## config.mk

```make
export PLATFORM = sky130hd
export DESIGN_NAME = border_top
export DESIGN_NICKNAME = d
export VERILOG_FILES = /design/src/verilog/border_pkg.sv /design/src/verilog/border_box_if.sv /design/src/verilog/border_coord_setup.sv /design/src/verilog/border_region.sv /design/src/verilog/border_blend.sv /design/src/verilog/border_top.sv
export VERILOG_INCLUDE_DIRS = /design/src /design/src/verilog
export SDC_FILE = /design/constraint.sdc
export NUM_CORES = 2
export LEC_CHECK = 0
export BUFFER_PORTS_ARGS = -buffer_cell sky130_fd_sc_hd__buf_2
export CAP_MARGIN = 20
export CORE_MARGIN = 10
export CORE_UTILIZATION = 40
export CTS_CLUSTER_SIZE = 8
export DETAILED_ROUTE_END_ITERATION = 8
export GPL_ROUTABILITY_DRIVEN = 0
export PLACE_DENSITY_LB_ADDON = 0.12
export SLEW_MARGIN = 30
export SYNTH_ARGS = -nofsm -noshare
export SYNTH_HDL_FRONTEND = slang
export SYNTH_SLANG_ARGS = --single-unit
```

## constraint.sdc

```tcl
create_clock -name border_clk -period 5.4 [get_ports border_clk]
set_clock_uncertainty 0.05 [all_clocks]
set_input_delay 0.27 -clock border_clk [delete_from_list [all_inputs] [get_ports border_clk]]
set_output_delay 0.27 -clock border_clk [all_outputs]
set_load 0.005 [all_outputs]
```

## src/verilog/border_settings.svh

```systemverilog
// border overlay settings
// coordinate and colour widths, box count and setup length
`ifndef BORDER_SETTINGS_SVH
`define BORDER_SETTINGS_SVH

// one coordinate, x or y
`define BORDER_COR_WIDTH 12

// one colour channel
`define BORDER_DATA_WIDTH 8

`define BORDER_BOXES 5

// border width field and transparency rate
`define BORDER_WIDTH_BITS 5
`define BORDER_RATE_BITS 2

// four coordinates per box
`define BORDER_STEPS (`BORDER_BOXES * 4)

`endif

```

## src/verilog/border_pkg.sv

```systemverilog
// border overlay package
// point word shared by setup, region logic and checker
`include "border_settings.svh"

package border_pkg;

  // one point register word, read by name or by axis index
  typedef union packed {
    struct packed {
      logic [`BORDER_COR_WIDTH-1:0] x;  // upper half
      logic [`BORDER_COR_WIDTH-1:0] y;
    } xy;
    logic [1:0][`BORDER_COR_WIDTH-1:0] axis;  // 1 is x, 0 is y
  } point_u;

endpackage

```

## src/verilog/border_box_if.sv

```systemverilog
// box rectangle bus
// inner and outer rectangles of every box plus setup status
`timescale 1ns/1ns
`include "border_settings.svh"

interface border_box_if;

  // captured register points
  border_pkg::point_u inner_first  [`BORDER_BOXES];
  border_pkg::point_u inner_second [`BORDER_BOXES];

  // computed border rectangles
  border_pkg::point_u outer_first  [`BORDER_BOXES];
  border_pkg::point_u outer_second [`BORDER_BOXES];

  logic busy;  // setup running

  modport setup (
    output inner_first, inner_second, outer_first, outer_second, busy
  );

  modport region (
    input inner_first, inner_second, outer_first, outer_second, busy
  );

endinterface

```

## src/verilog/border_coord_setup.sv

```systemverilog
// border coordinate setup
// walks the box coordinates one per cycle through a shared clamp adder
// and flips the finish toggle when all outer rectangles are written
`timescale 1ns/1ns
`include "border_settings.svh"

module border_coord_setup (
  input  logic                                          i_border_clk,
  input  logic                                          i_border_rst_n,
  input  logic                                          i_fstr,
  input  logic                                          i_border_trg,
  input  logic [`BORDER_BOXES*2*`BORDER_COR_WIDTH-1:0]  i_coord_1st,
  input  logic [`BORDER_BOXES*2*`BORDER_COR_WIDTH-1:0]  i_coord_2nd,
  input  logic [`BORDER_WIDTH_BITS-1:0]                 i_border_width,
  input  logic [`BORDER_COR_WIDTH-1:0]                  i_dest_hwin,
  input  logic [`BORDER_COR_WIDTH-1:0]                  i_dest_vwin,
  border_box_if.setup                                   box,
  output logic                                          o_finish_tgl
);

  localparam int CW        = `BORDER_COR_WIDTH;
  localparam int PW        = 2 * CW;
  localparam int STEP_BITS = $clog2(`BORDER_STEPS + 1);
  localparam int BOX_BITS  = $clog2(`BORDER_BOXES);

  logic                          trg_pend;  // trigger waiting for frame start
  logic                          start;
  logic                          last;
  logic                          write_en;
  logic [STEP_BITS-1:0]          step;
  logic [`BORDER_WIDTH_BITS-1:0] width_q;
  logic [BOX_BITS-1:0]           sel_box;
  logic                          sel_second;
  logic                          sel_axis;
  border_pkg::point_u            src_pt;
  logic [CW-1:0]                 inner;
  logic [CW-1:0]                 win;
  logic [CW+1:0]                 width_ext;
  logic [CW+1:0]                 addend;
  logic [CW+1:0]                 sum;
  logic [CW-1:0]                 outer;

  assign start    = i_fstr & trg_pend & ~box.busy;
  assign last     = (step == STEP_BITS'(`BORDER_STEPS));
  assign write_en = box.busy & ~last;

  // step is box*4 + {second, y}
  assign sel_box    = BOX_BITS'(step >> 2);
  assign sel_second = step[1];
  assign sel_axis   = ~step[0];  // 1 selects x

  assign src_pt = sel_second ? i_coord_2nd[sel_box*PW +: PW] : i_coord_1st[sel_box*PW +: PW];
  assign inner  = src_pt.axis[sel_axis];
  assign win    = sel_axis ? i_dest_hwin : i_dest_vwin;

  // single adder, width subtracted for first points and added for second
  assign width_ext = (CW+2)'(width_q);
  assign addend    = sel_second ? width_ext : -width_ext;
  assign sum       = {2'b00, inner} + addend;

  always_comb begin
    if (!sel_second)
      outer = sum[CW+1] ? '0 : sum[CW-1:0];  // floor at zero
    else if (sum >= {2'b00, win})
      outer = win - 1'b1;                   // cap at last column or line
    else
      outer = sum[CW-1:0];
  end

  always_ff @(posedge i_border_clk or negedge i_border_rst_n) begin
    if (!i_border_rst_n) begin
      trg_pend     <= 1'b0;
      box.busy     <= 1'b0;
      step         <= '0;
      o_finish_tgl <= 1'b0;
    end else begin
      trg_pend <= (trg_pend & ~start) | i_border_trg;
      if (start) begin
        box.busy <= 1'b1;
        step     <= '0;
      end else if (box.busy) begin
        if (last) begin
          box.busy     <= 1'b0;
          o_finish_tgl <= ~o_finish_tgl;
        end else begin
          step <= step + 1'b1;
        end
      end
    end
  end

  // width held for the whole walk
  always_ff @(posedge i_border_clk) begin
    if (start)
      width_q <= i_border_width;
  end

  always_ff @(posedge i_border_clk or negedge i_border_rst_n) begin
    if (!i_border_rst_n) begin
      for (int b = 0; b < `BORDER_BOXES; b++) begin
        box.inner_first[b]  <= '0;
        box.inner_second[b] <= '0;
        box.outer_first[b]  <= '0;
        box.outer_second[b] <= '0;
      end
    end else if (write_en) begin
      if (sel_second) begin
        box.inner_second[sel_box].axis[sel_axis] <= inner;
        box.outer_second[sel_box].axis[sel_axis] <= outer;
      end else begin
        box.inner_first[sel_box].axis[sel_axis] <= inner;
        box.outer_first[sel_box].axis[sel_axis] <= outer;
      end
    end
  end

endmodule

```

## src/verilog/border_region.sv

```systemverilog
// border region detect
// pixel and line counters, per box test for outer but not inner rectangle
`timescale 1ns/1ns
`include "border_settings.svh"

module border_region (
  input  logic                     i_border_clk,
  input  logic                     i_border_rst_n,
  input  logic                     i_fstr,
  input  logic                     i_hend,
  input  logic                     i_dvld,
  input  logic [`BORDER_BOXES-1:0] i_border_en,
  border_box_if.region             box,
  output logic                     o_border_hit
);

  localparam int CW = `BORDER_COR_WIDTH;

  logic [CW-1:0]            pix_cnt;
  logic [CW-1:0]            line_cnt;
  logic [`BORDER_BOXES-1:0] in_outer;
  logic [`BORDER_BOXES-1:0] in_inner;

  // inclusive on all four edges
  function automatic logic in_rect(
    input border_pkg::point_u p1,
    input border_pkg::point_u p2,
    input logic [CW-1:0]      x,
    input logic [CW-1:0]      y
  );
    return (x >= p1.xy.x) && (x <= p2.xy.x) && (y >= p1.xy.y) && (y <= p2.xy.y);
  endfunction

  always_ff @(posedge i_border_clk or negedge i_border_rst_n) begin
    if (!i_border_rst_n) begin
      pix_cnt  <= '0;
      line_cnt <= '0;
    end else begin
      if (i_fstr | i_hend)
        pix_cnt <= '0;
      else if (i_dvld)
        pix_cnt <= pix_cnt + 1'b1;  // next pixel position

      if (i_fstr)
        line_cnt <= '0;
      else if (i_hend)
        line_cnt <= line_cnt + 1'b1;
    end
  end

  always_comb begin
    for (int b = 0; b < `BORDER_BOXES; b++) begin
      in_outer[b] = in_rect(box.outer_first[b], box.outer_second[b], pix_cnt, line_cnt);
      in_inner[b] = in_rect(box.inner_first[b], box.inner_second[b], pix_cnt, line_cnt);
    end
  end

  // rectangles are half written while busy
  assign o_border_hit = i_dvld & ~box.busy & (|(in_outer & ~in_inner & i_border_en));

endmodule

```

## src/verilog/border_blend.sv

```systemverilog
// border colour blend
// mixes hit pixels with the frame colour and registers data and syncs
`timescale 1ns/1ns
`include "border_settings.svh"

module border_blend (
  input  logic                          i_border_clk,
  input  logic                          i_border_rst_n,
  input  logic                          i_fstr,
  input  logic                          i_hstr,
  input  logic                          i_hend,
  input  logic                          i_vstr,
  input  logic                          i_vend,
  input  logic                          i_dvld,
  input  logic [`BORDER_DATA_WIDTH-1:0] i_data_y,
  input  logic [`BORDER_DATA_WIDTH-1:0] i_data_cb,
  input  logic [`BORDER_DATA_WIDTH-1:0] i_data_cr,
  input  logic                          i_border_hit,
  input  logic [`BORDER_DATA_WIDTH-1:0] i_border_y,
  input  logic [`BORDER_DATA_WIDTH-1:0] i_border_cb,
  input  logic [`BORDER_DATA_WIDTH-1:0] i_border_cr,
  input  logic [`BORDER_RATE_BITS-1:0]  i_trn_rate,
  output logic                          o_hstr,
  output logic                          o_hend,
  output logic                          o_vstr,
  output logic                          o_vend,
  output logic                          o_dvld,
  output logic [`BORDER_DATA_WIDTH-1:0] o_data_y,
  output logic [`BORDER_DATA_WIDTH-1:0] o_data_cb,
  output logic [`BORDER_DATA_WIDTH-1:0] o_data_cr
);

  localparam int DW = `BORDER_DATA_WIDTH;

  logic [DW-1:0] col_y;
  logic [DW-1:0] col_cb;
  logic [DW-1:0] col_cr;

  // p pixel, c border colour, sum wraps at channel width
  function automatic logic [DW-1:0] blend(
    input logic [DW-1:0]                p,
    input logic [DW-1:0]                c,
    input logic [`BORDER_RATE_BITS-1:0] rate
  );
    case (rate)
      0:       return c;                                // solid
      1:       return (p >> 1) + (c >> 1);
      2:       return (p >> 2) + (c >> 1) + (c >> 2);
      default: return (p >> 1) + (p >> 2) + (c >> 2);  // mostly pixel
    endcase
  endfunction

  // colour fixed for the whole frame
  always_ff @(posedge i_border_clk) begin
    if (i_fstr) begin
      col_y  <= i_border_y;
      col_cb <= i_border_cb;
      col_cr <= i_border_cr;
    end
  end

  always_ff @(posedge i_border_clk or negedge i_border_rst_n) begin
    if (!i_border_rst_n) begin
      o_hstr    <= 1'b0;
      o_hend    <= 1'b0;
      o_vstr    <= 1'b0;
      o_vend    <= 1'b0;
      o_dvld    <= 1'b0;
      o_data_y  <= '0;
      o_data_cb <= '0;
      o_data_cr <= '0;
    end else begin
      o_hstr    <= i_hstr;
      o_hend    <= i_hend;
      o_vstr    <= i_vstr;
      o_vend    <= i_vend;
      o_dvld    <= i_dvld;
      o_data_y  <= i_border_hit ? blend(i_data_y, col_y, i_trn_rate) : i_data_y;
      o_data_cb <= i_border_hit ? blend(i_data_cb, col_cb, i_trn_rate) : i_data_cb;
      o_data_cr <= i_border_hit ? blend(i_data_cr, col_cr, i_trn_rate) : i_data_cr;
    end
  end

endmodule

```

## src/verilog/border_top.sv

```systemverilog
// border overlay top
// draws up to five box borders on a YCbCr stream with one cycle latency
`timescale 1ns/1ns
`include "border_settings.svh"

module border_top (
  input  logic                                          border_clk,
  input  logic                                          border_rst_n,
  input  logic                                          i_fstr,
  input  logic                                          i_hstr,
  input  logic                                          i_hend,
  input  logic                                          i_vstr,
  input  logic                                          i_vend,
  input  logic                                          i_dvld,
  input  logic [`BORDER_DATA_WIDTH-1:0]                 i_data_y,
  input  logic [`BORDER_DATA_WIDTH-1:0]                 i_data_cb,
  input  logic [`BORDER_DATA_WIDTH-1:0]                 i_data_cr,
  input  logic                                          i_border_trg,
  input  logic [`BORDER_BOXES-1:0]                      i_border_en,
  input  logic [`BORDER_DATA_WIDTH-1:0]                 i_border_y,
  input  logic [`BORDER_DATA_WIDTH-1:0]                 i_border_cb,
  input  logic [`BORDER_DATA_WIDTH-1:0]                 i_border_cr,
  input  logic [`BORDER_WIDTH_BITS-1:0]                 i_border_width,
  input  logic [`BORDER_RATE_BITS-1:0]                  i_trn_rate,
  input  logic [`BORDER_BOXES*2*`BORDER_COR_WIDTH-1:0]  i_coord_1st,
  input  logic [`BORDER_BOXES*2*`BORDER_COR_WIDTH-1:0]  i_coord_2nd,
  input  logic [`BORDER_COR_WIDTH-1:0]                  i_dest_hwin,
  input  logic [`BORDER_COR_WIDTH-1:0]                  i_dest_vwin,
  output logic                                          o_hstr,
  output logic                                          o_hend,
  output logic                                          o_vstr,
  output logic                                          o_vend,
  output logic                                          o_dvld,
  output logic [`BORDER_DATA_WIDTH-1:0]                 o_data_y,
  output logic [`BORDER_DATA_WIDTH-1:0]                 o_data_cb,
  output logic [`BORDER_DATA_WIDTH-1:0]                 o_data_cr,
  output logic                                          o_finish_tgl
);

  logic border_hit;  // current input pixel is on a border

  border_box_if u_box ();

  border_coord_setup u_setup (
    .i_border_clk   (border_clk),
    .i_border_rst_n (border_rst_n),
    .i_fstr         (i_fstr),
    .i_border_trg   (i_border_trg),
    .i_coord_1st    (i_coord_1st),
    .i_coord_2nd    (i_coord_2nd),
    .i_border_width (i_border_width),
    .i_dest_hwin    (i_dest_hwin),
    .i_dest_vwin    (i_dest_vwin),
    .box            (u_box.setup),
    .o_finish_tgl   (o_finish_tgl)
  );

  border_region u_region (
    .i_border_clk   (border_clk),
    .i_border_rst_n (border_rst_n),
    .i_fstr         (i_fstr),
    .i_hend         (i_hend),
    .i_dvld         (i_dvld),
    .i_border_en    (i_border_en),
    .box            (u_box.region),
    .o_border_hit   (border_hit)
  );

  border_blend u_blend (
    .i_border_clk   (border_clk),
    .i_border_rst_n (border_rst_n),
    .i_fstr         (i_fstr),
    .i_hstr         (i_hstr),
    .i_hend         (i_hend),
    .i_vstr         (i_vstr),
    .i_vend         (i_vend),
    .i_dvld         (i_dvld),
    .i_data_y       (i_data_y),
    .i_data_cb      (i_data_cb),
    .i_data_cr      (i_data_cr),
    .i_border_hit   (border_hit),
    .i_border_y     (i_border_y),
    .i_border_cb    (i_border_cb),
    .i_border_cr    (i_border_cr),
    .i_trn_rate     (i_trn_rate),
    .o_hstr         (o_hstr),
    .o_hend         (o_hend),
    .o_vstr         (o_vstr),
    .o_vend         (o_vend),
    .o_dvld         (o_dvld),
    .o_data_y       (o_data_y),
    .o_data_cb      (o_data_cb),
    .o_data_cr      (o_data_cr)
  );

endmodule

```

# --- Word-level counts from Yosys, hierarchy flattened ---
# Index checks and enable logic that the tools add are counted.
word_totals:
  register_bits: 570
  out_inout_bits: 30
  input_bits: 333
  elab_cells: 202
op_classes:
  order_cmp: 45
  n_mux: 32
  n_reduce_logical: 41
  shift: 2
  n_mul: 1
  eq_ne: 4
  n_addsub: 21
  bitwise_logic: 18
ops:
  columns: ["op", "count"]
  rows:
  - ["$bwmux 120", 4]
  - ["$ge 12x12->1", 20]
  - ["$le 12x12->1", 20]
  - ["$shiftx 120x9->24", 2]
  - ["$mux 12", 11]
  - ["$demux 24 s3", 1]
  - ["$pmux 8 s3", 3]
  - ["$add 8x6->8", 6]
  - ["$mux 24", 2]
  - ["$logic_and 1x1->1", 32]
  - ["$add 12x1->12 const B", 2]
  - ["$add 6x7->8", 3]
  - ["$add 7x6->8", 3]
  - ["$add 7x7->8", 3]
  - ["$mux 8", 3]
  - ["$mux 5", 3]
  - ["$add 12x14->14", 1]
  - ["$ge 14x12->1", 1]
  - ["$mux 14", 1]
  - ["$neg 5->14", 1]
  - ["$demux 12 s1", 1]
  - ["$sub 12x1->12 const B", 1]
  - ["$and 5x5->5", 2]
  - ["$and 1x1->1", 6]
  - ["20 further kinds", 32]

# --- Depth between registers and ports, before layout ---
depth:
  word_depth: 10
  mapped_depth: 31
  mapped_depth_nobuf: 25

# --- Modules after synthesis ---
# A second synthesis with hierarchy kept.
unflattened:
  hier_cells: 4001
  hier_area_um2: 40206.1
by_module_without_submodules:
  columns: ["module", "instances", "seq_area_each_um2", "cells_each", "area_per_inst_um2"]
  rows:
  - ["border_coord_setup", 1, 12361.9, 1813, 22225.1]
  - ["border_region", 1, 600.6, 1679, 12743.5]
  - ["border_blend", 1, 1446.4, 509, 5237.5]

# --- Worst setup path after synthesis ---
# No wires, ideal clock.
synth_path:
  path_type: "reg-to-reg"
  start: "register u_setup.step[1]"
  end: "register u_setup.box.outer_second[1]"
  arrival_time_ns: 5.728
  required_time_ns: 5.225
  synth_period_minus_slack_ns: 5.902
  stages_incl_launch_ff: 29
  setup_time_ns: 0.125
  n_path_buf: 5
  slack_ns: -0.502
  path_cell_list: "dfrtp_1 > buf_2 > buf_2 > mux2_2 > a221oi_1 > o32a_1 > o22a_1 > clkbuf_1 > inv_1 > ha_1 > fa_1 > a21o_1 > a21oi_1 > nor2b_1 > o21ai_0 > a21boi_1 > o22ai_1 > xnor2_1 > ha_1 > and3_1 > nand3_1 > o221ai_1 > o21ai_0 > o31a_1 > buf_2 > and2_1 > buf_2 > o21ai_1 > mux2_2"
synth_between:
  elab_chain_len: 8
  elab_cells_between_ends: 14
  classes_between: "add/sub (1); order compare (1); eq/ne (1); mux (8); bitwise (2); reduce/logical (1)"
synth_lines:
  columns: ["item", "line", "source"]
  rows:
  - ["from (decl)", "border_coord_setup.sv:30", "logic [STEP_BITS-1:0] step;"]
  - ["from (signal assigned)", "border_coord_setup.sv:86", "step <= step + 1'b1;"]
  - ["$mux 24 (*)", "border_coord_setup.sv:52", "assign src_pt = sel_second ? i_coord_2nd[sel_box*PW +: PW] : i_coord_1st[sel_box*PW +: PW];"]
  - ["$mux 12 (not written as such) (*) (2 in series)", "border_coord_setup.sv:53", "assign inner = src_pt.axis[sel_axis];"]
  - ["net u_setup.inner[0]", "border_coord_setup.sv:36", "logic [CW-1:0] inner;"]
  - ["$add 12x14->14 (*)", "border_coord_setup.sv:59", "assign sum = {2'b00, inner} + addend;"]
  - ["$ge 14x12->1", "border_coord_setup.sv:64", "else if (sum >= {2'b00, win})"]
  - ["$mux 12", "border_coord_setup.sv:64", null]
  - ["$mux 12 (*)", "border_coord_setup.sv:62", "if (!sel_second)"]
  - ["$bwmux 120 (*)", "border_coord_setup.sv:109", "box.outer_second[sel_box].axis[sel_axis] <= outer;"]
  - ["to (decl)", "border_box_if.sv:19", "output inner_first, inner_second, outer_first, outer_second, busy"]
# Mark *: on every way through the listed nets, which the timed path passes. The rest lies on a longest branch. The select of a mux whose other input is x is not followed.
# A chain may end at the register's enable or synchronous reset.

# --- Worst setup path after layout ---
layout_path:
  start: "register u_setup.step[1]"
  end: "register u_setup.box.outer_first[6]"
layout_between:
  elab_chain_len: 8
  elab_cells_between_ends: 15
  classes_between: "add/sub (1); order compare (1); eq/ne (1); mux (8); bitwise (3); reduce/logical (1)"
layout_lines:
  columns: ["item", "line", "source"]
  rows:
  - ["$mux 24", "border_coord_setup.sv:52", null]
  - ["$mux 12 (not written as such) (2 in series)", "border_coord_setup.sv:53", null]
  - ["$add 12x14->14", "border_coord_setup.sv:59", null]
  - ["$ge 14x12->1", "border_coord_setup.sv:64", null]
  - ["$mux 12", "border_coord_setup.sv:64", null]
  - ["$mux 12", "border_coord_setup.sv:62", null]
  - ["$bwmux 120", "border_coord_setup.sv:112", "box.outer_first[sel_box].axis[sel_axis] <= outer;"]
  - ["to (decl)", "border_box_if.sv:19", null]
# Several ways; a longest one is shown, not always the timed one. The select of a mux whose other input is x is not followed.

==> summary.txt <==
Yosys
  – Post-synth top flop: dfrtp_1
  – Synth area leader: dfrtp_1
  – Yosys warns: 0
  – Syn_nets: 5015
  – Flops & latches, synth: 570
  – Share of synthesized registers carrying an async set or reset: 94.9%
  – Sequential element share of the synthesized area: 37.1%
  – Synth Cell Area: 0.0388 mm^2
  – Share of the synthesized area in the top cell type: around a third
  – Largest cells by area after synthesis: dfrtp_1 (35%), ha_1 (18%), inv_1 (5.0%), o21ai_0 (4.4%), a21oi_1 (4.4%)
  – Post-Syn Area per Cell: 9.55 um^2
  – EDFF count, synth: 29
  – Post-synthesis cell count: just over 4k
  – Synth cell types: between 70 and 80

Global route
  – Pin count of the biggest net entering global routing: 144
  – First-pass GRT wire length: 193 mm
  – Global routing's busiest layer: met2
  – Routing usage on met3: under 10%
  – Vias in the first global route: ~31k
  – Initial antenna violation count: 3
  – GR Overflow Total: 0
  – Grt met1 use: 30.6%
  – GR Util All Layers: 22.5%
  – Met2 usage: 37.5%

Clocking
  – Clock root buffer: clkbuf_16
  – Clk Latency, worst-skew pair: 640 ps
  – CTS tree: yes
  – Max Root-Sink Buffers: 3
  – Clk sinks: 570
  – CTS Buf Count: 82
  – Clock Pin Slew Worst Setup and Hold Paths: around 50 ps
  – H-tree Lvls: 3

Job
  – Max_cap viols: 0

Pwr
  – Power Total: 0.0302 W
  – Pwr/cell area: approximately 640 mW/mm^2
  – Lkg Pwr: between 20 and 25 nW
  – Max IR drop VDD: 0.000621 V

Placed design
  – DP HPWL: about 92 mm
  – I/O Buffers: 362
  – Post-place setup slack: -156 ps
  – Placed Area: 0.0432 mm^2
  – Placed instance count: 5701

Floorplan
  – Initial Util: about two fifths
  – Top Ports: between 300 and 400
  – DIE HEIGHT: ~330 um
  – Core Region: 0.0966 mm^2
  – Die width: 332 um
  – Cell row count: 114
  – Full die area: 0.110 mm^2

Final layout
  – Final instance area: 0.0470 mm^2
  – Cell Count, Final, Fillers Out: 5895
  – Commonest non-fill, non-tap cell in the layout: ha_1
  – Final nets: 5543
  – Proportion of layout cells with a drive suffix above 1: 20.7%
  – Most frequent cells in the layout: ha_1 (567), dfrtp_1 (538), inv_1 (511), buf_2 (363), nand2_1 (339)
  – Number of fill cells: 9135
  – Area growth syn-to-layout: 21.0%
  – Layout Utilization: 48.7%

Critical path
  – Worst Path Arrival: 5850 ps
  – Crit path from: u_setup.step[1]$_DFFE_PN0P_
  – CP max stage cell: dfrtp_4
  – FF-to-FF Start: u_setup.step[1]$_DFFE_PN0P_
  – Setup CP Type: reg -> reg
  – CP Data Required Time: 5890 ps
  – CP dominant cell by count: buf_4
  – Worst-path fanout max: 11
  – CP Capture Type: register
  – Worst path max stage delay: 490 ps
  – Startpoint Class: register

Routing
  – Vias: 31.0k
  – DRT Pass-1 Iters: 5
  – Vias per inst: approximately 5.3
  – # DRC: 0
  – 1st-iter DRT viols: 1898
  – Drt wl/cell: 21.6 um
  – Routed Antenna Nets: 0
  – DRT Wirelength: 127 mm

Run status
  – Status: completed

Min path
  – Hold Crit Class: in -> reg
  – HP Start: i_fstr

Timing
  – Relative slew slack: approximately a third
  – Fmax: 187 MHz
  – Setup WS post-layout: 40.5 ps
  – Final-report setup violation count: 0
  – Max-slew violations: 0
  – Tightest Pin Transition: 1010 ps
  – Final period util: between 90 and 100%
  – RSZ-0062 raised after global routing: yes
  – Crit path time final: roughly 5400 ps
  – Final hold vios: 0
## cell usage after synthesis, types with 4 or more instances
master / count
nor3_1: 42
xnor2_1: 48
xor2_1: 34
nand2b_1: 19
and2_1: 4
fa_1: 46
nand2_1: 339
inv_1: 513
nor2b_1: 40
nand3_1: 28
nand4_1: 99
a211o_1: 5
mux2_2: 102
dfrtp_1: 541
buf_2: 30
o21bai_1: 21
clkbuf_1: 130
mux2_4: 17
o32a_1: 6
and3_1: 10
nor2_1: 269
a21oi_1: 342
a211oi_1: 27
buf_1: 7
o22ai_1: 17
a2111oi_0: 13
o221ai_1: 6
a31oi_1: 6
o21a_1: 22
edfxtp_1: 29
buf_4: 5
a21o_1: 79
o22a_1: 7
o31ai_1: 4
a221oi_1: 13
or3_1: 8
mux4_2: 46
o211ai_1: 34
ha_1: 568
mux2i_1: 88
o21ai_0: 345
nor3b_1: 6
## area by class of cell
cell class / instances / area, um^2 / area share, %
Antenna cell: 2 / 5.00 / 0.0106
Tap cell: 1276 / 1600 / 3.40
Inverter: 514 / 1930 / 4.10
Multi-Input combinational cell: 2810 / 22400 / 47.7
Sequential cell: 570 / 14400 / 30.7
Clock buffer: 99 / 2170 / 4.61
Clock inverter: 6 / 75.1 / 0.160
Timing Repair Buffer: 618 / 4380 / 9.32
## path summary, 6_finish.rpt
path	endpoint	slack (ps)	cells after the start
min reg2reg	u_setup.box.outer_first[1]$_DFFE_PN0P_	420	2
max	u_setup.box.outer_first[6]$_DFFE_PN0P_	40	26
max in group asynchronous	u_setup.box.inner_first[67]$_DFFE_PN0P_	3660	3
max reg2reg	u_setup.box.outer_first[6]$_DFFE_PN0P_	40	26
min in group asynchronous	u_setup.box.inner_second[30]$_DFFE_PN0P_	210	2
min	u_region.line_cnt[8]$_DFFE_PN0N_	50	2
## metrics by stage
step | setup TNS, ps | hold slack (ps)
after detailed placement | -3400 | 330
after floorplan | -359 | -75.6
after global placement | -1870 | 328
final | 0 | 51.1
after CTS | 0 | 15.3
after global routing | -17430 | 46.4
## worst max-delay path, delay by kind of cell, from the launching register on
family | cells | cell delay, ps
AOI/OAI and AO/OA | 9 | 1670
buffers and inverters | 9 | 1440
adders and majority gates | 2 | 620
DFF | 1 | 490
muxes | 1 | 420
and+or+nand+nor | 4 | 380
xor gates and xnor gates | 1 | 190
## sequential cells by signal (all words and copies together) (netlist names), 5 cells and up
signal / count
u_region.line_cnt: 12
u_blend.o_data_cr: 8
u_setup.box.inner_second: 120
u_blend.col_y: 8
u_setup.step: 5
u_setup.width_q: 5
u_setup.box.inner_first: 120
u_setup.box.outer_second: 120
u_blend.o_data_cb: 8
u_blend.col_cb: 8
u_region.pix_cnt: 12
u_blend.o_data_y: 8
u_blend.col_cr: 8
u_setup.box.outer_first: 120
## metal layers
layer	wire, um	vias up
li1	-	15200
met1	59300	15100
met2	60000	557
met3	5370	155
met4	2800	0
met5	0	-
## kinds of logic (layout without fill, tap and decap cells)
| group | after synthesis | after routing | synth area share, % |
|---|---|---|---|
| AOI/OAI and AO/OA | 983 | 983 | 14.9 |
| adders and majority gates | 614 | 614 | 20.7 |
| muxes | 253 | 253 | 8.55 |
| buffers and inverters | 688 | 1237 | 6.83 |
| DFF | 570 | 570 | 37.1 |
| other | 0 | 2 | 0 |
| xor gates and xnor gates | 82 | 82 | 1.85 |
| and+or+nand+nor | 878 | 878 | 10.1 |
## timing repair
action,4_1_cts,5_1_grt
pin swaps,6,41
gates resized for setup,13,197
cloned,1,10
hold endpoints to repair,149,0
buffers inserted,2,15
endpoints found under the setup margin,106,240
hold buffers,60,0
## power breakdown
| part | leakage (nW) | switching, W | internal (W) | total [W] |
|---|---|---|---|---|
| clock | 1.10 | 0.00194 | 0.00279 | 0.00473 |
| sequential | 6.83 | 0.000888 | 0.00613 | 0.00702 |
| combinational | 15.4 | 0.0108 | 0.00766 | 0.0185 |
(Power assumes the default switching activity.)
